## src/logcmp_pkg.sv

```systemverilog
/*
 Logic-and-compare issue cluster: shared widths, opcodes, buffer depth
 and the records passed between dispatch, issue, execute and write-back
*/
package logcmp_pkg;

	localparam int XLEN        = 64;
	localparam int NUM_XREGS   = 32;
	localparam int ISSUE_DEPTH = 4;

	typedef logic [XLEN-1:0]                xlen_t;
	typedef logic [$clog2(NUM_XREGS)-1:0]   reg_idx_t;
	typedef logic [NUM_XREGS-1:0]           reg_vec_t;    // one bit per architectural register
	typedef logic [$clog2(ISSUE_DEPTH)-1:0] slot_idx_t;
	typedef logic [ISSUE_DEPTH-1:0]         slot_vec_t;

	typedef logic [3:0] logcmp_op_t;

	localparam logcmp_op_t OP_SLTI  = 4'd0;
	localparam logcmp_op_t OP_SLTIU = 4'd1;
	localparam logcmp_op_t OP_SLT   = 4'd2;
	localparam logcmp_op_t OP_SLTU  = 4'd3;
	localparam logcmp_op_t OP_XORI  = 4'd4;
	localparam logcmp_op_t OP_XOR   = 4'd5;
	localparam logcmp_op_t OP_ORI   = 4'd6;
	localparam logcmp_op_t OP_OR    = 4'd7;
	localparam logcmp_op_t OP_ANDI  = 4'd8;
	localparam logcmp_op_t OP_AND   = 4'd9;

	typedef logic [1:0] logcmp_fun_t;

	localparam logcmp_fun_t FUN_SLT = 2'd0;
	localparam logcmp_fun_t FUN_XOR = 2'd1;
	localparam logcmp_fun_t FUN_OR  = 2'd2;
	localparam logcmp_fun_t FUN_AND = 2'd3;

	typedef struct packed {
		logcmp_op_t op;
		reg_idx_t   rd;
		reg_idx_t   rs1;
		reg_idx_t   rs2;
		xlen_t      imm;    // already sign-extended by the decoder
	} logcmp_instr_t;

	typedef struct packed {
		logcmp_fun_t fun;
		logic        is_unsigned;
		reg_idx_t    rd;
		xlen_t       op1;
		xlen_t       op2;
	} logcmp_exeparam_t;

	typedef struct packed {
		reg_idx_t rd;
		xlen_t    data;
	} logcmp_wb_t;

	// register-register forms read rs2, the immediate forms do not
	function automatic logic op_uses_rs2(logcmp_op_t op);
		return op inside {OP_SLT, OP_SLTU, OP_XOR, OP_OR, OP_AND};
	endfunction

endpackage
```

## src/logcmp_issue.sv

```systemverilog
/*
 Issue stage: picks the lowest ready buffer slot, reads its operands
 and registers the execute parameters
*/
`timescale 1ns/10ps

module logcmp_issue import logcmp_pkg::*; (
	input  logic             CLK,
	input  logic             arst_n,

	input  slot_vec_t        slot_valid,
	input  logcmp_instr_t    entries [ISSUE_DEPTH],
	input  reg_vec_t         busy,

	output logic             pop,
	output slot_idx_t        pop_slot,

	output reg_idx_t         rs1_addr,
	output reg_idx_t         rs2_addr,
	input  xlen_t            rs1_data,
	input  xlen_t            rs2_data,

	output logic             exe_valid,
	output logcmp_exeparam_t exe_param
);

	slot_vec_t        slot_ready;
	logcmp_instr_t    sel_instr;
	logcmp_exeparam_t param_d;

	function automatic logcmp_fun_t op_fun(logcmp_op_t op);
		logcmp_fun_t fun;
		case (op)
			OP_SLTI, OP_SLTIU, OP_SLT, OP_SLTU: fun = FUN_SLT;
			OP_XORI, OP_XOR:                    fun = FUN_XOR;
			OP_ORI, OP_OR:                      fun = FUN_OR;
			default:                            fun = FUN_AND;
		endcase
		return fun;
	endfunction

	// An entry's own rd is busy because of the entry itself. Dispatch let it in
	// with rd clear, so a source equal to rd already holds its final value
	function automatic logic src_ready(reg_idx_t src, reg_idx_t rd, reg_vec_t sb);
		return !sb[src] || (src == rd);
	endfunction

	always_comb begin
		for (int i = 0; i < ISSUE_DEPTH; i++) begin
			slot_ready[i] = slot_valid[i] &
				src_ready(entries[i].rs1, entries[i].rd, busy) &
				(~op_uses_rs2(entries[i].op) | src_ready(entries[i].rs2, entries[i].rd, busy));
		end
	end

	always_comb begin
		pop      = 1'b0;
		pop_slot = '0;
		for (int i = ISSUE_DEPTH - 1; i >= 0; i--) begin
			if (slot_ready[i]) begin
				pop      = 1'b1;
				pop_slot = slot_idx_t'(i);    // lowest index ends up winning
			end
		end
	end

	assign sel_instr = entries[pop_slot];
	assign rs1_addr  = sel_instr.rs1;
	assign rs2_addr  = sel_instr.rs2;

	always_comb begin
		param_d.fun         = op_fun(sel_instr.op);
		param_d.is_unsigned = sel_instr.op inside {OP_SLTIU, OP_SLTU};
		param_d.rd          = sel_instr.rd;
		param_d.op1         = rs1_data;
		param_d.op2         = op_uses_rs2(sel_instr.op) ? rs2_data : sel_instr.imm;
	end

	// execute accepts every cycle, so whatever is picked is popped
	always_ff @(posedge CLK or negedge arst_n) begin
		if (!arst_n) begin
			exe_valid <= 1'b0;
		end else begin
			exe_valid <= pop;
		end
	end

	always_ff @(posedge CLK) begin
		if (pop) begin
			exe_param <= param_d;
		end
	end

endmodule

```

## config.mk

```make
export PLATFORM = sky130hd
export DESIGN_NAME = logcmp_issue
export DESIGN_NICKNAME = d
export VERILOG_FILES = /design/src/logcmp_pkg.sv /design/src/logcmp_issue.sv
export SDC_FILE = /design/constraint.sdc
export NUM_CORES = 1
export LEC_CHECK = 0
export ABC_AREA = 0
export BUFFER_PORTS_ARGS = -buffer_cell sky130_fd_sc_hd__buf_2
export CORE_AREA = 3 3 249 251
export DETAILED_ROUTE_END_ITERATION = 16
export DIE_AREA = 0 0 252 254
export HOLD_SLACK_MARGIN = 0.06
export SKIP_LAST_GASP = 1
export SYNTH_ARGS = -nofsm -noshare
export SYNTH_HDL_FRONTEND = slang
export SYNTH_SLANG_ARGS = --single-unit
```

## constraint.sdc

```tcl
create_clock -name CLK -period 5.3 [get_ports CLK]
set_input_delay 0.265 -clock CLK [delete_from_list [all_inputs] [get_ports CLK]]
set_output_delay 0.265 -clock CLK [all_outputs]
set_load 0.01 [all_outputs]
```

* Yosys cells after proc, flatten, opt, wreduce, memory -nomap -nowiden
Memory sizes are Yosys's and may differ from the RTL's. A register that Yosys moved wholly into a read port is not among the register bits.
Cells that the tools add are included.
** Storage, ports and cells
- Register bits after elaboration :: 135
- Memory bits (read-only) :: 16
- Output and inout bits :: 150
- Logic and storage cells :: 116
- Memories kept :: 1
** Cells by class
- $lt $le $gt $ge :: 9
- Eq/ne operators :: 34
- Muxes and demuxes :: 28
- Bitwise gates (word level) :: 17
- Reduce and logical (&&, ||, !) cells :: 22
** Memory list
- (name not given) :: words 8, bits a word 2, read ports 1, clocked after Yosys merged registers in 1, write ports 0, RTL line logcmp_issue.sv:33 : case (op)
** Operators with widths (number)
- binary-select mux 83 bit (select 2 bit) :: 1
- two-way mux 83 bit :: 2
- two-way mux 64 bit :: 1
- < comparator 5 x 6 -> 1 bit, second input constant :: 8
- binary-select mux 1 bit (select 5 bit) :: 8
- == test 4 x 2 -> 1 bit, second input constant :: 10
- == test 4 x 3 -> 1 bit, second input constant :: 10
- == test 5 bit :: 8
- nonzero test 5 bit :: 5
- == test 4 bit, second input constant :: 5
- two-way mux 1 bit :: 12
- AND 1 bit :: 8
- zero test 1 bit :: 8
- logical OR 1 bit :: 8
- two-way mux 2 bit :: 4
- == test 4 x 1 -> 1 bit, second input constant :: 1
- inverter 1 bit :: 4
- bitwise OR 1 bit :: 4
- greater-or-equal comparator 3 bit, second input constant :: 1
- inverter 2 -> 3 bit :: 1
- nonzero test 2 bit :: 1

* Depth between registers and ports, before layout
Gate-level depths: netlist (run 1).
- Depth in word-level cells :: 17
- Gate-level depth with buffers :: 17

* Worst setup path after synthesis (run 1)
No wires, ideal clock.
- Path kind :: input-to-reg
- Start point :: input entries[66] (netlist name)
- End point :: register exe_param[0] (netlist name), enable pin
- Setup time :: 1.822 ns
- Arrival :: 5.461 ns
- Setup slack :: -1.983 ns
- Cell stages on the path :: 7
- Buffers on the path :: 1
- Cell sequence :: buf_4 -> mux2i_1 -> nand3b_1 -> nand4_1 -> a311o_1 -> o311ai_1 -> nand4_1
** On the way
- Cells in the longest elaborated chain, start to end :: 10
- Elaborated cells on any way between the ends :: 11
- Classes of those cells :: eq/ne: 1; mux: 6; bitwise: 2; reduce/logical: 2
** Ends and longest elaborated chain
- start: declaration :: RTL line logcmp_issue.sv:12 : input logcmp_instr_t entries [ISSUE_DEPTH],
- binary-select mux 1 bit (select 5 bit) :: RTL line logcmp_issue.sv:45 : return !sb[src] || (src == rd);
- two-way mux 1 bit (not written as such) :: RTL line logcmp_issue.sv:45
- zero test 1 bit :: RTL line logcmp_issue.sv:45
- logical OR 1 bit * :: RTL line logcmp_issue.sv:45
- bitwise OR 1 bit * :: RTL line logcmp_issue.sv:52 : (~op_uses_rs2(entries[i].op) | src_ready(entries[i].rs2, entries[i].rd, busy));
- AND 1 bit * :: RTL line logcmp_issue.sv:51 : src_ready(entries[i].rs1, entries[i].rd, busy) &
- two-way mux 1 bit * (4 in series) :: RTL line logcmp_issue.sv:60 : if (slot_ready[i]) begin
- net pop :: RTL line logcmp_issue.sv:15 : output logic pop,
- end signal: assignment :: RTL line logcmp_issue.sv:90 : exe_param <= param_d;
- end: declaration :: RTL line logcmp_issue.sv:24 : output logcmp_exeparam_t exe_param
The timed path passes the listed nets; every way through them passes the cells marked *. The select of a mux whose other input is x is not followed.
A chain may end at the register's enable or synchronous reset.

* Worst setup path in the final report (run 1)
- Start point :: input entries[147] (netlist name)
- End point :: output pop_slot[1]
** On the way
- Cells in the longest elaborated chain, start to end :: 9
- Elaborated cells on any way between the ends :: 10
- Classes of those cells :: eq/ne: 1; mux: 5; bitwise: 2; reduce/logical: 2
** Ends and longest elaborated chain
- binary-select mux 1 bit (select 5 bit) :: RTL line logcmp_issue.sv:45
- two-way mux 1 bit (not written as such) :: RTL line logcmp_issue.sv:45
- zero test 1 bit :: RTL line logcmp_issue.sv:45
- logical OR 1 bit * :: RTL line logcmp_issue.sv:45
- bitwise OR 1 bit * :: RTL line logcmp_issue.sv:52
- AND 1 bit * :: RTL line logcmp_issue.sv:51
- two-way mux 2 bit * (3 in series) :: RTL line logcmp_issue.sv:60
- end: declaration :: RTL line logcmp_issue.sv:16 : output slot_idx_t pop_slot,
Every way passes the cells marked *; elsewhere a longest branch is shown, timed or not. The select of a mux whose other input is x is not followed.

==> results.json, run 1 <==
{
  "coreArea_um2": 60100,
  "fin_cells": 2343,
  "grt_max_degree": 118,
  "rows": 90,
  "die_x_um": 252,
  "postCtsSetupBuffers": 0,
  "place_area_um2": 14400,
  "cap_violations": 0,
  "syn-num-nets": 1357,
  "synth_top_area_cell": "edfxtp_1",
  "maxSlewViolCount": 0,
  "p_per_area_nw_per_um2": 348,
  "dpl.hpwl_um": 45300,
  "design_area_um2": 15900,
  "worst_setup_path_start_kind": "primary input",
  "grt.overflow.total": 0,
  "fmax_ghz": 0.250,
  "yosysTopAreaCellShare_pct": 39.2,
  "cp-end-kind": "output pin",
  "cts_max_level": 4,
  "portBuffers": 647,
  "die_y_um": 254,
  "drtAntennaViolNets": 0,
  "cts_tree": "done",
  "synthTopCellsByCount": "136 x edfxtp_1, 116 x mux2i_1, 83 x nor2b_1, 82 x a21oi_1, 80 x a211oi_1",
  "synthArstFlopShare_pct": 0.730,
  "gp_congestion": 0.926,
  "avgSynthCellArea_um2": 12.1,
  "max_slew_margin_pct": 46.1,
  "netlist_instances": 859,
  "worstPathArrival_ns": 3.73,
  "drtPass1Iterations": 5,
  "ys.flop_type": "edfxtp_1",
  "worst_ir_drop_vdd_uv": 231,
  "synth_edf_count": 136,
  "worst_slew_pin_slew_ns": 0.809,
  "cts_buffers": 17,
  "netlist_area_um2": 10400,
  "pin_count": 648,
  "synth_area_leaders": "edfxtp_1 39%, mux4_2 13%, mux2i_1 11%",
  "synthDistinctLibCells": 51,
  "vias": 10600,
  "drcViolationCount": 0,
  "synth_seq_cells": 137,
  "final.period_utilization_pct": 75.5,
  "met2_usage_pct": 28.8,
  "cts_sinks": 137,
  "top_usage_layer": "met2",
  "layout.nets": 2032,
  "setup_viol": 0,
  "drive_above_1_share_pct": 52.6,
  "rsz0062_at_grt": "no",
  "status": "finished clean",
  "synth_warnings": 0,
  "grt_use_met3_pct": 6.79,
  "dieArea_um2": 64000,
  "grtUsageMet1_pct": 18.2,
  "hold_violations": 0,
  "power.total_mw": 5.53,
  "hold_class": "primary input to flop",
  "routed_wirelength_um": 55400,
  "grt_pass1_wl_um": 75500,
  "cts-root-buf": "clkbuf_16",
  "ys_seq_area_share_pct": 39.4,
  "utilization_pct": 26.4,
  "drt_iter0_drc": 855,
  "clock_path_buffers": 2,
  "avgRoutedWirePerCell_um": 23.6,
  "fin_crit_ns": 4.00,
  "antenna_found_initial": 34,
  "path_max_fanout": 63,
  "grt_pass1_vias": 10600,
  "synth.most_common_cell": "edfxtp_1",
  "initial_core_util_pct": 17.3,
  "crit_required_ns": 5.04,
  "grt_use_total_pct": 16.5,
  "viasPerCell": 4.52,
  "worstSetupPathType": "primary input to output pin",
  "clkTransAtPathRegs_ns": 0.08,
  "place_inst": 2214,
  "area_growth_pct": 52.4,
  "p_leak_nw": 6.59
}
-- repair_timing --
action | in CTS | in global routing
gates resized for setup | 0 | 0
hold buffers | 83 | 0
hold endpoints to repair | 83 | 0
-- cell type report --
type                       count  area [µm²]
fill                        6352       44200
multi-input combinational    634        5900
timing repair buffer         743        4230
sequential                   137        4110
tap                          782         978
clock buffer                  17         425
clock inverter                15         220
antenna                       14        35.0
inverter                       1        3.75
-- metrics by stage --
stage               hold slack [ns]  TNS (ns)  setup slack [ns]
finish                        0.112         0              1.30
floorplan                   -0.0306   -246.91             -1.80
CTS                          0.0606         0              1.26
detailed placement           0.0467         0             0.830
global placement             0.0422         0             0.878
global route                 0.0827         0              1.06
-- final timing paths --
path	startpoint	endpoint	slack, ns	depth (start not counted)
min in group asynchronous	arst_n	exe_valid	0.16	2
min	rs2_data[58]	exe_param[58]	0.11	2
max	entries[147]	pop_slot[1]	1.30	9
max in group asynchronous	arst_n	exe_valid	5.05	2
-- routing by layer --
metal | wire length [µm] | share of wire [%]
met1 | 20200 | 36
met5 | 76 | 0.14
met3 | 6110 | 11
met4 | 1410 | 2.5
met2 | 27600 | 50
-- registers in the layout, summed over array words and instances, names as in the netlist --
| signal | cells |
|---|---|
| exe_param | 136 |
| exe_valid | 1 |
-- power breakdown --
| part | internal [mW] | leakage, nW | switching (mW) | total (mW) |
|---|---|---|---|---|
| clock | 0.772 | 0.319 | 0.600 | 1.37 |
| sequential | 1.70 | 1.36 | 0.117 | 1.81 |
| combinational | 0.995 | 4.91 | 1.35 | 2.34 |
| total | 3.46 | 6.59 | 2.06 | 5.53 |
-- kinds of logic (layout without fill, tap and decap cells) --
logic type / Yosys count / in the layout / synth area share [%]
other: 0 / 14 / 0
AOI/OAI and AO/OA: 189 / 189 / 11.9
DFF: 137 / 137 / 39.4
xor gates and xnor gates: 40 / 40 / 3.36
muxes: 251 / 251 / 32.2
buffers and inverters: 88 / 776 / 4.39
and+or+nand+nor: 154 / 154 / 8.76
-- critical path, stage by stage --
cell and delay [ns]:
buf_2 0.24, mux4_2 0.53, mux2_2 0.28, o311ai_0 0.29, o211ai_1 0.28, a21oi_4 0.38, buf_4 0.54, buf_4 0.62
buf_2 0.25
-- cell usage in the layout (no fill, tap or decap), types with 2 or more instances in the layout --
cell	n
nand3b_1	8
a21oi_1	82
dlygate4sd3_1	83
inv_6	4
xnor2_1	20
mux2i_1	116
nor4bb_1	2
buf_12	5
nand2b_1	5
nand4_1	6
buf_2	647
a22oi_1	2
bufinv_16	3
diode_2	14
nor2_1	14
buf_4	8
nor2b_1	83
edfxtp_1	136
inv_8	7
o211ai_1	3
a221o_1	2
a211oi_1	80
mux2_1	21
clkbuf_16	17
nand2_1	8
mux2_2	54
a31oi_1	3
mux4_2	60
nor3_1	8
xor2_1	20
a22o_1	2
nor3b_1	2
nand3_1	12
o311ai_0	2
Power figures use the tool's default switching activity.
==> inputs of run 2 (changes only) <==
ABC_AREA = 1   (was 0)
CORE_AREA = 3 3 253 255   (was 3 3 249 251)
DIE_AREA = 0 0 256 258   (was 0 0 252 254)
clock period = 3.3 ns   (was 5.3 ns; I/O delays follow)
==> run 2 against run 1 <==
  * Combinational power rose by 94%
  * Sequential power rose by 61%
  * Synthesized area rose by 5.7%
  * Via count rose by 39%
  * Sequential share of layout area fell by 2.2 points
  * Global-route usage rose by 4.2 points
  * Critical path depth rose by 9
  * First-iteration DRC count rose by 89%
  * Synthesized cell count rose by 76%
  * Critical path type unchanged
  * Largest cell class unchanged
==> results.json, run 2 <==
{
  "status": "finished clean",
  "drtAntennaViolNets": 0,
  "reg_top3": "exe_param x136, exe_valid x1",
  "synth_warnings": 0,
  "power.total_mw": 9.46,
  "crit_required_ns": 3.13,
  "cts_sinks": 137,
  "netlist_instances": 1511,
  "final_common_cell": "buf_2",
  "largest_reg_flops": 136,
  "dieArea_um2": 66000,
  "drcViolationCount": 0,
  "rows": 91,
  "worstHoldEndpoint": "exe_param[45]",
  "synthArstFlopShare_pct": 0.730,
  "drtPass1Iterations": 6,
  "fmax_ghz": 0.332,
  "antenna_found_initial": 37,
  "cts-root-buf": "clkbuf_16",
  "syn-num-nets": 2009,
  "ys_seq_area_share_pct": 37.3,
  "worst_ir_drop_vdd_uv": 364,
  "coreArea_um2": 61800,
  "viasPerCell": 4.70,
  "cts_max_level": 4,
  "worstPathArrival_ns": 2.85,
  "ys.flop_type": "edfxtp_1",
  "die_x_um": 256,
  "pin_count": 648,
  "worst_setup_path_start_kind": "primary input",
  "hold_violations": 0,
  "tns_ns": 0,
  "synth_seq_cells": 137,
  "worstSetupPathType": "primary input to output pin",
  "max_slew_margin_pct": 62.1,
  "rsz0062_at_grt": "no",
  "clkTransAtPathRegs_ns": 0.07,
  "cp-end-kind": "output pin",
  "synth_top_area_cell": "edfxtp_1",
  "grt_use_total_pct": 20.7,
  "synth.most_common_cell": "nand2_1",
  "maxSlewViolCount": 0,
  "top_register": "exe_param",
  "fin_crit_ns": 3.01,
  "post-place-ws_ns": 0.0782,
  "hold_class": "primary input to flop",
  "yosysTopAreaCellShare_pct": 37.0,
  "dpl.hpwl_um": 58300,
  "avgSynthCellArea_um2": 7.30,
  "path_cells": "buf_2 > inv_2 > nand2_1 > nand3_1 > nand3_1 > nand2_1 > a21oi_1 > nand2_1 > nand3_1 > nand3_2 > nand2_4 > nand2_8 > buf_12 > buf_4 > o21ai_0 > a21oi_1 > a31oi_1 > buf_2",
  "netlist_area_um2": 11000,
  "utilization_pct": 28.1,
  "grt_pass1_vias": 14000,
  "cap_violations": 0,
  "portBuffers": 647,
  "path_max_fanout": 34,
  "initial_core_util_pct": 17.8,
  "vias": 14700,
  "synth_area_leaders": "edfxtp_1 37%, nand2_1 11%, nand3_1 10%",
  "final.period_utilization_pct": 91.2,
  "postCtsSetupBuffers": 0,
  "critical_path.max_stage_delay_ns": 0.31,
  "drive_above_1_share_pct": 35.3,
  "crit_slowest_cell": "buf_2",
  "area_growth_pct": 57.4,
  "gp_congestion": 0.995,
  "setup_viol": 0,
  "routed_wirelength_um": 71800,
  "grt_max_degree": 66,
  "die_y_um": 258,
  "timing.hold.ws_ns": 0.104,
  "grt_pass1_wl_um": 100000,
  "p_per_area_nw_per_um2": 545,
  "layout_common_cells": "646 x buf_2, 330 x nand2_1, 226 x nand3_1, 175 x o21ai_0, 136 x edfxtp_1",
  "p_leak_nw": 7.87,
  "cts_tree": "done",
  "synthDistinctLibCells": 33,
  "synth_edf_count": 136,
  "avgRoutedWirePerCell_um": 23.0,
  "setup_slack_ns": 0.289,
  "layout.nets": 2755,
  "grt.overflow.total": 0,
  "drt_iter0_drc": 1617,
  "clock_path_buffers": 2,
  "worst_slew_pin_slew_ns": 0.563,
  "cts_buffers": 17,
  "regArea_um2": 4110,
  "num-fill-cells": 6964,
  "hold_start": "rs2_data[45]",
  "hold_path_depth": 3,
  "synthTopCellsByCount": "331 x nand2_1, 226 x nand3_1, 175 x o21ai_0, 136 x edfxtp_1, 98 x o211ai_1",
  "multi_input_area_um2": 5920
}
-- run 2: how the worst max path moves through the flow --
stage	from	endpoint	slack (ns)	depth (start not counted)
global placement	entries[318]	exe_param[7]	0.09	18
finish	entries[235]	rs1_addr[1]	0.29	18
CTS	entries[64]	rs1_addr[0]	0.21	19
floorplan	entries[313]	exe_param[0]	0.68	11
global route	entries[69]	rs1_addr[1]	0.03	19
detailed placement	entries[64]	exe_param[63]	0.08	21
-- run 2: what timing repair did --
item                                    CTS  global route
endpoints found under the setup margin    0             6
hold buffers                            121             0
resized for setup                         0             3
endpoints found under the hold margin   120             0
-- run 2: per-layer routing --
layer | global-route usage (%) | vias to the layer above | share of wire [%] | wire [µm]
met1 | 25.4 | 6841 | 39 | 27900
met2 | 34.7 | 906 | 48 | 34200
met4 | 7.11 | 16 | 3.2 | 2280
met3 | 6.09 | 122 | 10 | 7330
met5 | 0 | - | 0.14 | 103
li1 | - | 6777 | - | -
-- run 2: kinds of logic after synthesis --
kind of cell,count (synthesis),synth area share [%]
buf+inv,206,9.38
compound gates,391,20.3
flops,137,37.3
xor+xnor,30,2.38
simple gates,747,30.7
-- run 2: power breakdown --
part	switching, mW	internal, mW	leakage [nW]
Combinational	2.86	1.67	6.22
Clock	0.983	1.02	0.287
Sequential	0.171	2.75	1.36
-- run 2: area by class of cell --
type                    count  area share [%]
diodes                     15           0.216
clock buffers              17            2.45
clock inverters            15            1.03
inverters                  81            1.77
multi-input cells        1168            34.1
flip-flops and latches    137            23.7
well taps                 837            6.04
repair buffers            852            30.7
-- run 2: stage by stage --
step / area, µm² / instances
6_report: 17300 / 3122
5_1_grt: 17300 / 3116
4_1_cts: 17300 / 3107
3_5_place_dp: 15500 / 2954
3_3_place_gp: 15500 / 2954
2_1_floorplan: 11000 / 1511
-- run 2: critical path, delay by kind of cell --
family	cells	cell delay, ns
buffers and inverters	5	1.05
and+or+nand+nor	9	0.94
AOI/OAI and AO/OA	4	0.64
