--- src/logcmp_pkg.sv ---
/*
 Logic-and-compare issue cluster: shared widths, opcodes, buffer depth
 and the records passed between dispatch, issue, execute and write-back
*/
package logcmp_pkg;

	localparam int XLEN        = 64;
	localparam int NUM_XREGS   = 32;
	localparam int ISSUE_DEPTH = 4;

	typedef logic [XLEN-1:0]                xlen_t;
	typedef logic [$clog2(NUM_XREGS)-1:0]   reg_idx_t;
	typedef logic [NUM_XREGS-1:0]           reg_vec_t;    // one bit per architectural register
	typedef logic [$clog2(ISSUE_DEPTH)-1:0] slot_idx_t;
	typedef logic [ISSUE_DEPTH-1:0]         slot_vec_t;

	typedef logic [3:0] logcmp_op_t;

	localparam logcmp_op_t OP_SLTI  = 4'd0;
	localparam logcmp_op_t OP_SLTIU = 4'd1;
	localparam logcmp_op_t OP_SLT   = 4'd2;
	localparam logcmp_op_t OP_SLTU  = 4'd3;
	localparam logcmp_op_t OP_XORI  = 4'd4;
	localparam logcmp_op_t OP_XOR   = 4'd5;
	localparam logcmp_op_t OP_ORI   = 4'd6;
	localparam logcmp_op_t OP_OR    = 4'd7;
	localparam logcmp_op_t OP_ANDI  = 4'd8;
	localparam logcmp_op_t OP_AND   = 4'd9;

	typedef logic [1:0] logcmp_fun_t;

	localparam logcmp_fun_t FUN_SLT = 2'd0;
	localparam logcmp_fun_t FUN_XOR = 2'd1;
	localparam logcmp_fun_t FUN_OR  = 2'd2;
	localparam logcmp_fun_t FUN_AND = 2'd3;

	typedef struct packed {
		logcmp_op_t op;
		reg_idx_t   rd;
		reg_idx_t   rs1;
		reg_idx_t   rs2;
		xlen_t      imm;    // already sign-extended by the decoder
	} logcmp_instr_t;

	typedef struct packed {
		logcmp_fun_t fun;
		logic        is_unsigned;
		reg_idx_t    rd;
		xlen_t       op1;
		xlen_t       op2;
	} logcmp_exeparam_t;

	typedef struct packed {
		reg_idx_t rd;
		xlen_t    data;
	} logcmp_wb_t;

	// register-register forms read rs2, the immediate forms do not
	function automatic logic op_uses_rs2(logcmp_op_t op);
		return op inside {OP_SLT, OP_SLTU, OP_XOR, OP_OR, OP_AND};
	endfunction

endpackage
--- src/logcmp_dispatch.sv ---
/*
 Dispatch stage: holds the busy scoreboard, stalls on WAW and WAR hazards
 and allocates the lowest free issue buffer slot
*/
`timescale 1ns/10ps

module logcmp_dispatch import logcmp_pkg::*; (
	input  logic          CLK,
	input  logic          arst_n,

	input  logic          dispatch_valid,
	input  logcmp_instr_t dispatch_instr,
	output logic          dispatch_ready,

	input  slot_vec_t     slot_valid,
	input  logcmp_instr_t entries [ISSUE_DEPTH],

	output logic          alloc,
	output slot_idx_t     alloc_slot,
	output logcmp_instr_t alloc_instr,

	input  logic          wb_valid,
	input  logcmp_wb_t    wb,

	output reg_vec_t      busy
);

	logic      has_free;
	slot_idx_t free_slot;
	logic      rd_busy;
	slot_vec_t war_hit;
	reg_vec_t  busy_q;

	always_comb begin
		has_free  = 1'b0;
		free_slot = '0;
		for (int i = ISSUE_DEPTH - 1; i >= 0; i--) begin
			if (!slot_valid[i]) begin
				has_free  = 1'b1;
				free_slot = slot_idx_t'(i);
			end
		end
	end

	// a waiting entry must still see the old value of anything it reads
	always_comb begin
		for (int i = 0; i < ISSUE_DEPTH; i++) begin
			war_hit[i] = slot_valid[i] & (
				(entries[i].rs1 == dispatch_instr.rd) |
				(op_uses_rs2(entries[i].op) & (entries[i].rs2 == dispatch_instr.rd)));
		end
	end

	assign rd_busy = busy_q[dispatch_instr.rd];    // x0 never reads as busy

	assign dispatch_ready = has_free & ~rd_busy & ~(|war_hit);

	assign alloc       = dispatch_valid & dispatch_ready;
	assign alloc_slot  = free_slot;
	assign alloc_instr = dispatch_instr;

	// set after clear, so a same-cycle set of the same register wins
	always_ff @(posedge CLK or negedge arst_n) begin
		if (!arst_n) begin
			busy_q <= '0;
		end else begin
			if (wb_valid) begin
				busy_q[wb.rd] <= 1'b0;
			end
			if (alloc && (dispatch_instr.rd != '0)) begin
				busy_q[dispatch_instr.rd] <= 1'b1;
			end
		end
	end

	assign busy = busy_q;

endmodule

--- config.mk ---
export PLATFORM = sky130hd
export DESIGN_NAME = logcmp_dispatch
export DESIGN_NICKNAME = d
export VERILOG_FILES = /design/src/logcmp_pkg.sv /design/src/logcmp_dispatch.sv
export SDC_FILE = /design/constraint.sdc
export NUM_CORES = 1
export LEC_CHECK = 0
export BUFFER_PORTS_ARGS = -buffer_cell sky130_fd_sc_hd__buf_4
export CORE_AREA = 2 2 236 238
export CTS_CLUSTER_DIAMETER = 100
export DETAILED_ROUTE_END_ITERATION = 10
export DIE_AREA = 0 0 238 240
export HOLD_SLACK_MARGIN = 0.03
export PLACE_DENSITY_LB_ADDON = 0.3
export SLEW_MARGIN = 25
export SYNTH_ARGS = -nofsm -noshare
export SYNTH_HDL_FRONTEND = slang
export SYNTH_SLANG_ARGS = --single-unit
--- constraint.sdc ---
create_clock -name CLK -period 4.9 [get_ports CLK]
set_input_delay 0.735 -clock CLK [delete_from_list [all_inputs] [get_ports CLK]]
set_output_delay 0.735 -clock CLK [all_outputs]
set_load 0.01 [all_outputs]
### After elaboration in Yosys (flattened, before gate mapping)

Index checks and enable logic that the tools add are counted.

| operators by class | value |
|---|---|
| add/sub/neg operators | 0 |
| multiply operators | 0 |
| divide/modulo/power cells | 0 |
| order comparisons | 4 |
| equal/unequal tests | 28 |
| shifts and indexed selects | 0 |
| mux-type cells | 16 |
| bitwise gates (word level) | 20 |
| reductions and logical operators | 9 |

Operator list:

| kind | number |
|---|---|
| 32-bit two-way mux | 2 |
| 5-bit == test | 8 |
| 32-bit bitwise AND | 1 |
| 4-bit by 2-bit == test with 1-bit output, second input constant | 8 |
| 4-bit by 3-bit == test with 1-bit output, second input constant | 8 |
| 32-bit inverter | 1 |
| 32-bit bitwise OR | 1 |
| 5-bit nonzero test | 5 |
| 4-bit == test, second input constant | 4 |
| 5-bit by 6-bit less-than comparator with 1-bit output, second input constant | 2 |
| 1-bit bitwise AND | 11 |
| 1-bit demux with 5-bit select | 2 |
| 5-bit by 1-bit >= comparator with 1-bit output, second input constant | 2 |
| 2-bit two-way mux | 4 |
| 1-bit two-way mux | 7 |
| 1-bit binary-select mux with 5-bit select | 1 |
| 1-bit bitwise OR | 4 |
| 4-bit OR reduction | 1 |
| 1-bit logical AND | 3 |
| 1-bit inverter | 2 |

| storage, ports and cells | value |
|---|---|
| bits in registers | 32 |
| latch bits | 0 |
| memory bits (writable) | 0 |
| bits in read-only memories | 0 |
| input port bits | 492 |
| output and inout bits | 119 |
| memories kept | 0 |

### Longest topological paths before layout

Gate-level depths: netlist of run 1.

| depth | value |
|---|---|
| depth after elaboration | 11 |
| depth in mapped cells | 9 |
| depth with buffers taken out | 6 |

### Worst setup path before layout of run 1

OpenSTA, ideal clock, no wires.

| timing path | value |
|---|---|
| path type | input port to output port |
| from | input port dispatch_instr[74] (netlist name) |
| to | output port alloc |
| arrival time | 2297 ps |
| required time | 4165 ps |
| slack | 1868 ps |
| cell stages on the path | 8 |
| path buffers | 2 |
| cells stage by stage | buf_6 > mux4_2 > clkinv_1 > o22ai_1 > a41oi_1 > nand3_2 > buf_4 > nor3_1 |

| on the way | value |
|---|---|
| cells in the longest elaborated chain, start to end | 8 |
| elaborated cells between the ends (all ways) | 28 |
| classes of those cells | eq/ne: 8; mux: 2; bitwise: 17; reduce/logical: 1 |

RTL lines:

| element | line | source |
|---|---|---|
| start, declared | logcmp_dispatch.sv:12 | `input logcmp_instr_t dispatch_instr,` |
| 5-bit == test | logcmp_dispatch.sv:50 | `(op_uses_rs2(entries[i].op) & (entries[i].rs2 == dispatch_instr.rd)));` |
| 1-bit bitwise AND | logcmp_dispatch.sv:50 |  |
| 1-bit bitwise OR | logcmp_dispatch.sv:49 | `(entries[i].rs1 == dispatch_instr.rd) \|` |
| 1-bit bitwise AND | logcmp_dispatch.sv:48 | `war_hit[i] = slot_valid[i] & (` |
| 4-bit OR reduction | logcmp_dispatch.sv:56 | `assign dispatch_ready = has_free & ~rd_busy & ~(\|war_hit);` |
| 1-bit inverter | logcmp_dispatch.sv:56 |  |
| 1-bit bitwise AND * | logcmp_dispatch.sv:56 |  |
| 1-bit bitwise AND * | logcmp_dispatch.sv:58 | `assign alloc = dispatch_valid & dispatch_ready;` |
| end, declared | logcmp_dispatch.sv:18 | `output logic alloc,` |

Every way passes the cells marked *; elsewhere a longest branch is shown, timed or not. The select of a mux whose other input is x is not followed.

### Worst setup path after layout of run 1

Same ends and word-level chain as after synthesis.

==> flow_summary.ini, run 1 <==
[status]
status = finished, final reports clean

[timing]
fmax_ghz = 0.274
relSlewSlack_pct = 61.0
tns_ns = 0
rsz0062_at_grt = false
clock_skew_ns = 0.00569
fin_crit_sh_pct = 74.4
layout_min_cycle_time_ns = 3.64
tightest_slew_ns = 0.578
setup_viol = 0
setup_slack_ns = 1.26
maxSlewViolCount = 0
hold_violations = 0

[worst_setup_path]
reg2reg_depth = 7
start_kind = input pin
critPathKind = in -> out
arrival_ns = 2.91
r2r_start = busy[15]
rrSetupSlack_ns = 2.47
crit_path_max_fanout = 21
cp-end-kind = primary output
reg2reg_to = busy[10]
worstPathRequired_ns = 4.16

[yosys]
syn_avg_cell_area_sq_um = 9.36
synthCells = 328
ys_seq_area_share_pct = 26.1
yosys_warnings = 0
yosysTopAreaCellShare_pct = 26.1
yosysTopAreaCell = dfrtp_1
synth_nets = 820
synthFlopType = dfrtp_1
yosysUniqueCellTypes = 38
ys_ff_latch = 32
synth_area_leaders = dfrtp_1, buf_4, o41ai_1, mux4_2, xnor2_1
async_reset_ff_share_pct = 100
syn_area_sq_um = 3070
synth-edff-count = 0

[die]
fp.dieW_um = 238
ioPinCount = 611
die_h_um = 240
start_util_pct = 5.61
core_sq_um = 54700
dieArea_sq_um = 57100
fp-row-count = 86

[drt]
ant_nets = 0
drc_errors = 0
num_vias = 2590
drt-initial-drc-count = 127
routed_via_density = 2.45
wire_per_inst_um = 14.5
wl_um = 15300
drtPass1Iterations = 4

[global_route]
grt_pass1_wl_um = 21000
grt_max_degree = 33
gr-total-overflow = 0
antenna_found_initial = 0
grt_pass1_vias = 2713
track_usage_pct = 5.27

[pwr]
power_density_nw_per_um2 = 315
p_sw_uw = 489
combPwrFrac_pct = 41.8
p_seq_share_pct = 31.8
p_sw_share_pct = 36.5
power.total_uw = 1340
p_clk_share_pct = 26.4
p_leak_uw = 0.00151
intPower_uw = 851
irDropWorstVdd_uv = 203

[placement]
hpwl_um = 12100
place_congestion = 0.681
pre_cts_slack_ns = 1.17
numPortBuffers = 114

[clocking]
cts_resized = 0
cts_buffer_depth = 2
cts-root-buf = clkbuf_16
cts.sinks = 32
clk_pin_slew_ns = 0.05
worstSkewPairLatency_ns = 0.28
numCtsBuffers = 5
cts_hold_buf = 0
htree_levels = 2
cts_tree = done
cts_setup_buffers = 0

[cells_and_area]
fin_nets = 843
synthToLayoutAreaGrowth_pct = 38.6
drive_above_1_share_pct = 40.9
antenna_cells = 0
largest_reg_flops = 32

[flow_run]
cap_violations = 0

[min_path]
hold_class = in -> async
[per-stage QoR]
stage / cell area, sq um / hold slack [ns] / utilization [%] / std cells
CTS: 4250 / 0.416 / 7.78 / 1056
global placement: 4090 / 0.529 / 7.48 / 1048
finish: 4250 / 0.398 / 7.78 / 1056
floorplan: 3070 / 0.439 / - / 328
global route: 4250 / 0.425 / 7.78 / 1056
detailed placement: 4090 / 0.542 / 7.48 / 1048
[power groups by stage]
stage                     clock [uW]  combinational, uW  sequential, uW
final                            354                560             426
after global routing             379                614             438
after CTS                        363                581             423
after detailed placement           0                578             427
after global placement             0                576             429
after floorplan                    0                308             431
[cells by family after synthesis]
| kind of cell | share of synthesized area, % |
|---|---|
| compound gates | 19.1 |
| xor+xnor | 11.4 |
| buf+inv | 24.5 |
| flops | 26.1 |
| mux | 6.89 |
| simple gates | 11.9 |
[layout make-up]
type	instances	area, sq um
clock buffer	6	129
clock inverter	2	35.0
fill	6413	50400
inverter	4	15.0
multi-input combinational	191	1520
sequential	32	801
tap	704	881
timing repair buffer	117	878
[layer usage]
layer,up-vias,global-route usage (%),routed length (um)
li1,1157,-,-
met1,1245,6.62,6420
met2,142,8.90,7370
met3,46,0.987,1030
met4,0,2.05,501
met5,-,0,0
[synth_stat cells (2+ instances only)]
master,number
buf_4,89
o21ai_0,34
dfrtp_1,32
o41ai_1,25
xnor2_1,20
xor2_1,20
nand2_1,10
nand3b_1,10
buf_2,8
mux4_2,8
nor2_1,8
nand3_1,7
o41ai_2,6
nor4_1,5
nand2b_1,4
a21oi_1,3
a41oi_1,3
inv_1,3
nand4_1,3
nor2b_1,3
or3_1,3
or3b_2,3
a22o_1,2
buf_6,2
clkbuf_1,2
mux2i_1,2
o22ai_1,2
[critical path, stage by stage]
cell and delay, ns:
buf_4 0.36, mux4_2 0.62, clkinv_1 0.07, o22ai_1 0.06, a41oi_1 0.36, nand3_2 0.15
nor3_1 0.34, buf_4 0.19
[worst max path at each step]
stage,depth (start not counted),endpoint,start,slack (ns)
after floorplan,8,alloc,dispatch_instr[74],1.87
after global placement,8,alloc,dispatch_instr[74],1.14
after detailed placement,8,alloc,dispatch_instr[74],1.17
after CTS,8,alloc,dispatch_instr[74],1.15
after global routing,8,alloc,dispatch_instr[74],1.01
final,8,alloc,dispatch_instr[74],1.26
[placed cells by master (no fill, tap or decap), drive strengths merged, types with 6 or more instances in the layout]
cell	synthesis	final
o41ai	31	31
nand3	8	8
xnor2	20	20
dfrtp	32	32
nand3b	10	10
o21ai	34	34
nand2	10	10
mux4	8	8
nor2	8	8
xor2	20	20
buf	99	117
clkbuf	2	6
No activity file was read; power rests on OpenSTA's default activity.
==> run 2: changes to the inputs <==
--- a/config.mk
+++ b/config.mk
@@ -6,10 +6,10 @@
 export NUM_CORES = 1
 export LEC_CHECK = 0
 export BUFFER_PORTS_ARGS = -buffer_cell sky130_fd_sc_hd__buf_4
-export CORE_AREA = 2 2 236 238
+export CORE_AREA = 2 2 238 240
 export CTS_CLUSTER_DIAMETER = 100
 export DETAILED_ROUTE_END_ITERATION = 10
-export DIE_AREA = 0 0 238 240
+export DIE_AREA = 0 0 240 242
 export HOLD_SLACK_MARGIN = 0.03
 export PLACE_DENSITY_LB_ADDON = 0.3
 export SLEW_MARGIN = 25
==> constraint.sdc (replaced) <==
create_clock -name CLK -period 2.9 [get_ports CLK]
set_input_delay 0.435 -clock CLK [delete_from_list [all_inputs] [get_ports CLK]]
set_output_delay 0.435 -clock CLK [all_outputs]
set_load 0.01 [all_outputs]
==> flow_summary.ini, run 2 (same netlist as run 1, synthesis figures left out) <==
[timing]
layout_min_cycle_time_ns = 2.73
hold_violations = 0
maxSlewViolCount = 0
fin_worst_hold_slack_ns = 0.0950
clock_skew_ns = 0.00497
fin_crit_sh_pct = 94.1
tightest_slew_ns = 0.639
fmax_ghz = 0.367
relSlewSlack_pct = 57.3
rsz0062_at_grt = false
setup_viol = 0
setup_slack_ns = 0.172

[cells_and_area]
largest_reg_flops = 32
fin_nets = 854
final.fill_count = 6569
synthToLayoutAreaGrowth_pct = 43.3
drive_above_1_share_pct = 43.6
layout_common_cells = buf_4, o21ai_0, dfrtp_1, o41ai_1
final_core_util_pct = 7.89
final_common_cell = buf_4
antenna_cells = 0
multiInputGateArea_sq_um = 1540
seqCellArea_sq_um = 801

[flow_run]
cap_violations = 0

[pwr]
power.total_uw = 2190
combPwrFrac_pct = 43.7
p_clk_share_pct = 23.3
p_seq_share_pct = 33.0
p_sw_share_pct = 37.8
intPower_uw = 1360
p_leak_uw = 0.00155
power_density_nw_per_um2 = 497
p_sw_uw = 826
irDropWorstVdd_uv = 229

[placement]
hpwl_um = 12700
place_congestion = 0.718
pre_cts_slack_ns = -0.0341
numPortBuffers = 114

[global_route]
track_usage_pct = 5.15
grt_pass1_vias = 2701
antenna_found_initial = 1
grt_max_degree = 33
gr-total-overflow = 0
grt_pass1_wl_um = 21000

[drt]
wire_per_inst_um = 14.0
num_vias = 2641
routed_via_density = 2.36
drc_errors = 0
ant_nets = 0
wl_um = 15600
drtPass1Iterations = 4
drt-initial-drc-count = 130

[worst_setup_path]
cp-end-kind = primary output
arrival_ns = 2.29
crit_path_max_fanout = 4
start_kind = register
worstPathRequired_ns = 2.47
critPathKind = reg -> out

[clocking]
numCtsBuffers = 5
cts_tree = done
htree_levels = 2
cts.sinks = 32
cts_setup_buffers = 0
clk_pin_slew_ns = 0.05
cts_buffer_depth = 2
worstSkewPairLatency_ns = 0.28
cts-root-buf = clkbuf_16

[die]
core_sq_um = 55700
fp.dieW_um = 240
dieArea_sq_um = 58100
fp-row-count = 87
ioPinCount = 611
die_h_um = 242
start_util_pct = 5.51

[min_path]
hold_class = in -> async

[status]
status = finished, final reports clean
run 2: cell types whose count changed in the layout (fill, tap and decap cells not counted), sizes merged:
| cell | previous run | this run |
|---|---|---|
| buf | 117 | 128 |
| bufinv | 1 | 0 |
run 2: layout make-up:
cell class / count / share of cell area (%)
clock buffer: 6 / 2.93
multi-input combinational: 191 / 35.0
sequential: 32 / 18.2
inverter: 4 / 0.341
clock inverter: 1 / 0.114
tap: 756 / 21.5
timing repair buffer: 128 / 21.9
run 2: layer usage:
layer	vias to the layer above	part of all wire, %	global-route usage [%]
met1	1263	45	6.83
li1	1181	-	-
met3	49	7.5	1.31
met4	2	3.2	1.92
met2	146	44	7.98
met5	-	0.083	0
run 2: power by group through the flow:
stage | registers [uW] | clock network [uW] | logic, uW
2_1_floorplan | 728 | 0 | 520
3_3_place_gp | 730 | 0 | 987
3_5_place_dp | 729 | 0 | 990
4_1_cts | 723 | 514 | 996
5_1_grt | 742 | 534 | 1050
6_report | 721 | 511 | 956
run 2: what timing repair did:
item	in CTS	in global routing
endpoints found under the hold margin	0	0
gates resized for setup	1	3
setup endpoints to repair	2	2
cloned	0	0
hold buffers	0	0
run 2: worst paths after layout:
check                           startpoint       end  slack (ns)  cells after the start
worst max-delay path              busy[15]     alloc        0.17                      7
worst min-delay path                arst_n   busy[2]         0.1                      1
worst max register to register    busy[15]  busy[11]        0.52                      7
worst min register to register    busy[26]  busy[26]        0.55                      2
max in group asynchronous           arst_n  busy[28]        2.47                      1
min in group CLK                  busy[26]  busy[26]        0.55                      2
run 2: worst max-delay path: stages (launching register included):
cell and delay (ns):
dfrtp_1 0.42, mux4_2 0.53, clkinv_1 0.08, o22ai_1 0.07
a41oi_2 0.28, nand3_2 0.18, nor3_2 0.28, buf_4 0.17
run 2: per-stage QoR:
stage          TNS [ns]  cells  area [sq um]
6_report              0   1118          4400
5_1_grt               0   1118          4400
4_1_cts               0   1118          4380
3_5_place_dp    -0.0529   1111          4240
3_3_place_gp     -0.120   1111          4240
2_1_floorplan         0    328          3070
==> run 3: changes to the inputs <==
--- a/config.mk
+++ b/config.mk
@@ -5,11 +5,12 @@
 export SDC_FILE = /design/constraint.sdc
 export NUM_CORES = 1
 export LEC_CHECK = 0
+export ABC_AREA = 1
 export BUFFER_PORTS_ARGS = -buffer_cell sky130_fd_sc_hd__buf_4
-export CORE_AREA = 2 2 238 240
+export CORE_AREA = 2 2 236 238
 export CTS_CLUSTER_DIAMETER = 100
 export DETAILED_ROUTE_END_ITERATION = 10
-export DIE_AREA = 0 0 240 242
+export DIE_AREA = 0 0 238 240
 export HOLD_SLACK_MARGIN = 0.03
 export PLACE_DENSITY_LB_ADDON = 0.3
 export SLEW_MARGIN = 25
==> flow_summary.ini, run 3 <==
[drt]
wl_met1_um = 7270
num_vias = 3298
wl_met2_um = 7550
wl_um = 16500
ant_nets = 0
wire_per_inst_um = 13.2
drtPass1Iterations = 4
drc_errors = 0
wl_met3_um = 1060
routed_via_density = 2.64
drt-initial-drc-count = 186
highest_layer = met4

[die]
ioPinCount = 611
start_util_pct = 6.07
dieArea_sq_um = 57100
core_sq_um = 54700
die_h_um = 240
fp-row-count = 86
fp.dieW_um = 238

[status]
status = finished, final reports clean

[cells_and_area]
layoutNonFillerInstCount = 1251
synthToLayoutAreaGrowth_pct = 38.1
antenna_cells = 0
largest_reg_flops = 32
layout_common_cells = nand2_1, buf_4, nor2_1, inv_1, o21ai_0
fin_nets = 1038
drive_above_1_share_pct = 25.8
final_common_cell = nand2_1

[clocking]
cts.sinks = 32
cts-root-buf = clkbuf_16
htree_levels = 2
clk_pin_slew_ns = 0.06
cts_resized = 0
numCtsBuffers = 5
cts_hold_buf = 0
cts_buffer_depth = 2
cts_setup_buffers = 0
worstSkewPairLatency_ns = 0.28
cts_tree = done

[pwr]
p_seq_share_pct = 32.3
p_clk_share_pct = 29.1
p_sw_uw = 795
power_density_nw_per_um2 = 463
combPwrFrac_pct = 38.6
irDropWorstVdd_uv = 220
p_sw_share_pct = 37.5
intPower_uw = 1330
p_leak_uw = 0.00200

[yosys]
ys_seq_area_share_pct = 24.1
yosysTopAreaCellShare_pct = 24.1
async_reset_ff_share_pct = 100
synthCells = 510
ys_ff_latch = 32
syn_area_sq_um = 3320
yosys_warnings = 0
yosysTopAreaCell = dfrtp_1
syn_avg_cell_area_sq_um = 6.51
synth_area_leaders = dfrtp_1, buf_4, nand2_1, nor2_1, nand4_1
synth-edff-count = 0
yosysMostFrequentCell = nand2_1
synth_nets = 1002
yosysUniqueCellTypes = 24
synthFlopType = dfrtp_1
synth_commonest_cells = nand2_1, buf_4, nor2_1

[timing]
fmax_ghz = 0.385
tns_ns = 0
layout_min_cycle_time_ns = 2.60
setup_viol = 0
maxSlewViolCount = 0
rsz0062_at_grt = false
tightest_slew_ns = 0.559
relSlewSlack_pct = 62.6
fin_crit_sh_pct = 89.5
clock_skew_ns = 0.00342
hold_violations = 0

[global_route]
track_usage_pct = 5.63
grt_pass1_vias = 3355
gr-total-overflow = 0
antenna_found_initial = 0
grt_max_degree = 33
grt_pass1_wl_um = 23200

[placement]
numPortBuffers = 114
place_congestion = 0.758
hpwl_um = 13500
place_inst = 1243

[worst_setup_path]
worstPathRequired_ns = 2.47
arrival_ns = 2.16
start_kind = input pin
cp-end-kind = primary output
crit_path_max_fanout = 14
critPathKind = in -> out

[flow_run]
cap_violations = 0

[min_path]
hold_class = in -> async
## run 3: cell types whose count changed in the layout (fill, tap and decap cells not counted), sizes merged, moves of 4 or more
cell    previous run  this run
a21oi              3         7
xor2              20        11
inv                3        43
nand4              4        31
nor2               8        60
nand3              8        22
nor4               5         0
nor3               1         9
mux4               8         0
nand2b             4         0
nand3b            10         0
o41ai             31         0
o21ai             34        40
nand2             10       134
## run 3: final timing paths
check | from | endpoint | slack [ns] | cells past startpoint
setup / recovery | dispatch_instr[75] | alloc | 0.30 | 14
hold / removal | arst_n | busy[22] | 0.1 | 1
setup reg to reg | busy[3] | busy[8] | 0.98 | 12
hold reg to reg | busy[2] | busy[2] | 0.55 | 2
max in group asynchronous | arst_n | busy[1] | 2.49 | 1
min in group CLK | busy[2] | busy[2] | 0.55 | 2
## run 3: power groups by stage
stage	Clock, uW	Combinational [uW]	Sequential, uW
6_report	618	818	686
5_1_grt	649	923	709
4_1_cts	621	860	689
3_5_place_dp	0	858	696
3_3_place_gp	0	851	697
2_1_floorplan	0	446	699
## run 3: routing by layer
layer  vias to the layer above  track usage, %
met3                        32           0.861
met2                       161            9.29
met5                         -               0
met1                      1485            7.32
met4                         0            2.31
li1                       1620               -
## run 3: through the flow
stage          area [sq um]  util (%)  power, uW  hold WS [ns]  setup slack [ns]
2_1_floorplan          3320         -       1150         0.139             0.869
3_3_place_gp           4420      8.09       1550         0.418             0.285
3_5_place_dp           4420      8.09       1550         0.424             0.284
4_1_cts                4590      8.39       2170         0.121             0.270
5_1_grt                4590      8.39       2280         0.138             0.121
6_report               4590      8.39       2120        0.0979             0.303
## run 3: cell type report
class | instances | area [sq um]
clock buffer | 6 | 129
clock inverter | 2 | 35.0
fill | 6485 | 50100
inverter | 43 | 161
multi-input combinational | 337 | 1630
sequential | 32 | 801
tap | 704 | 881
timing repair buffer | 127 | 953
## run 3: cell families after synthesis
logic type	count (synthesis)	synth area share (%)
and+or+nand+nor	256	33.0
buffers and inverters	141	26.9
AOI/OAI and AO/OA	49	7.54
xor gates and xnor gates	32	8.44
DFF	32	24.1
## run 3: worst max-delay path, stage by stage
cell     delay [ns]
buf_4          0.21
inv_2          0.16
nor2_2         0.08
buf_4          0.17
a21oi_1        0.12
nand2_1        0.07
nand2_1        0.06
nand2_1        0.05
nor2_1         0.14
nand3_1        0.14
nor2_4         0.20
nand2_1        0.11
inv_1          0.07
buf_4          0.11
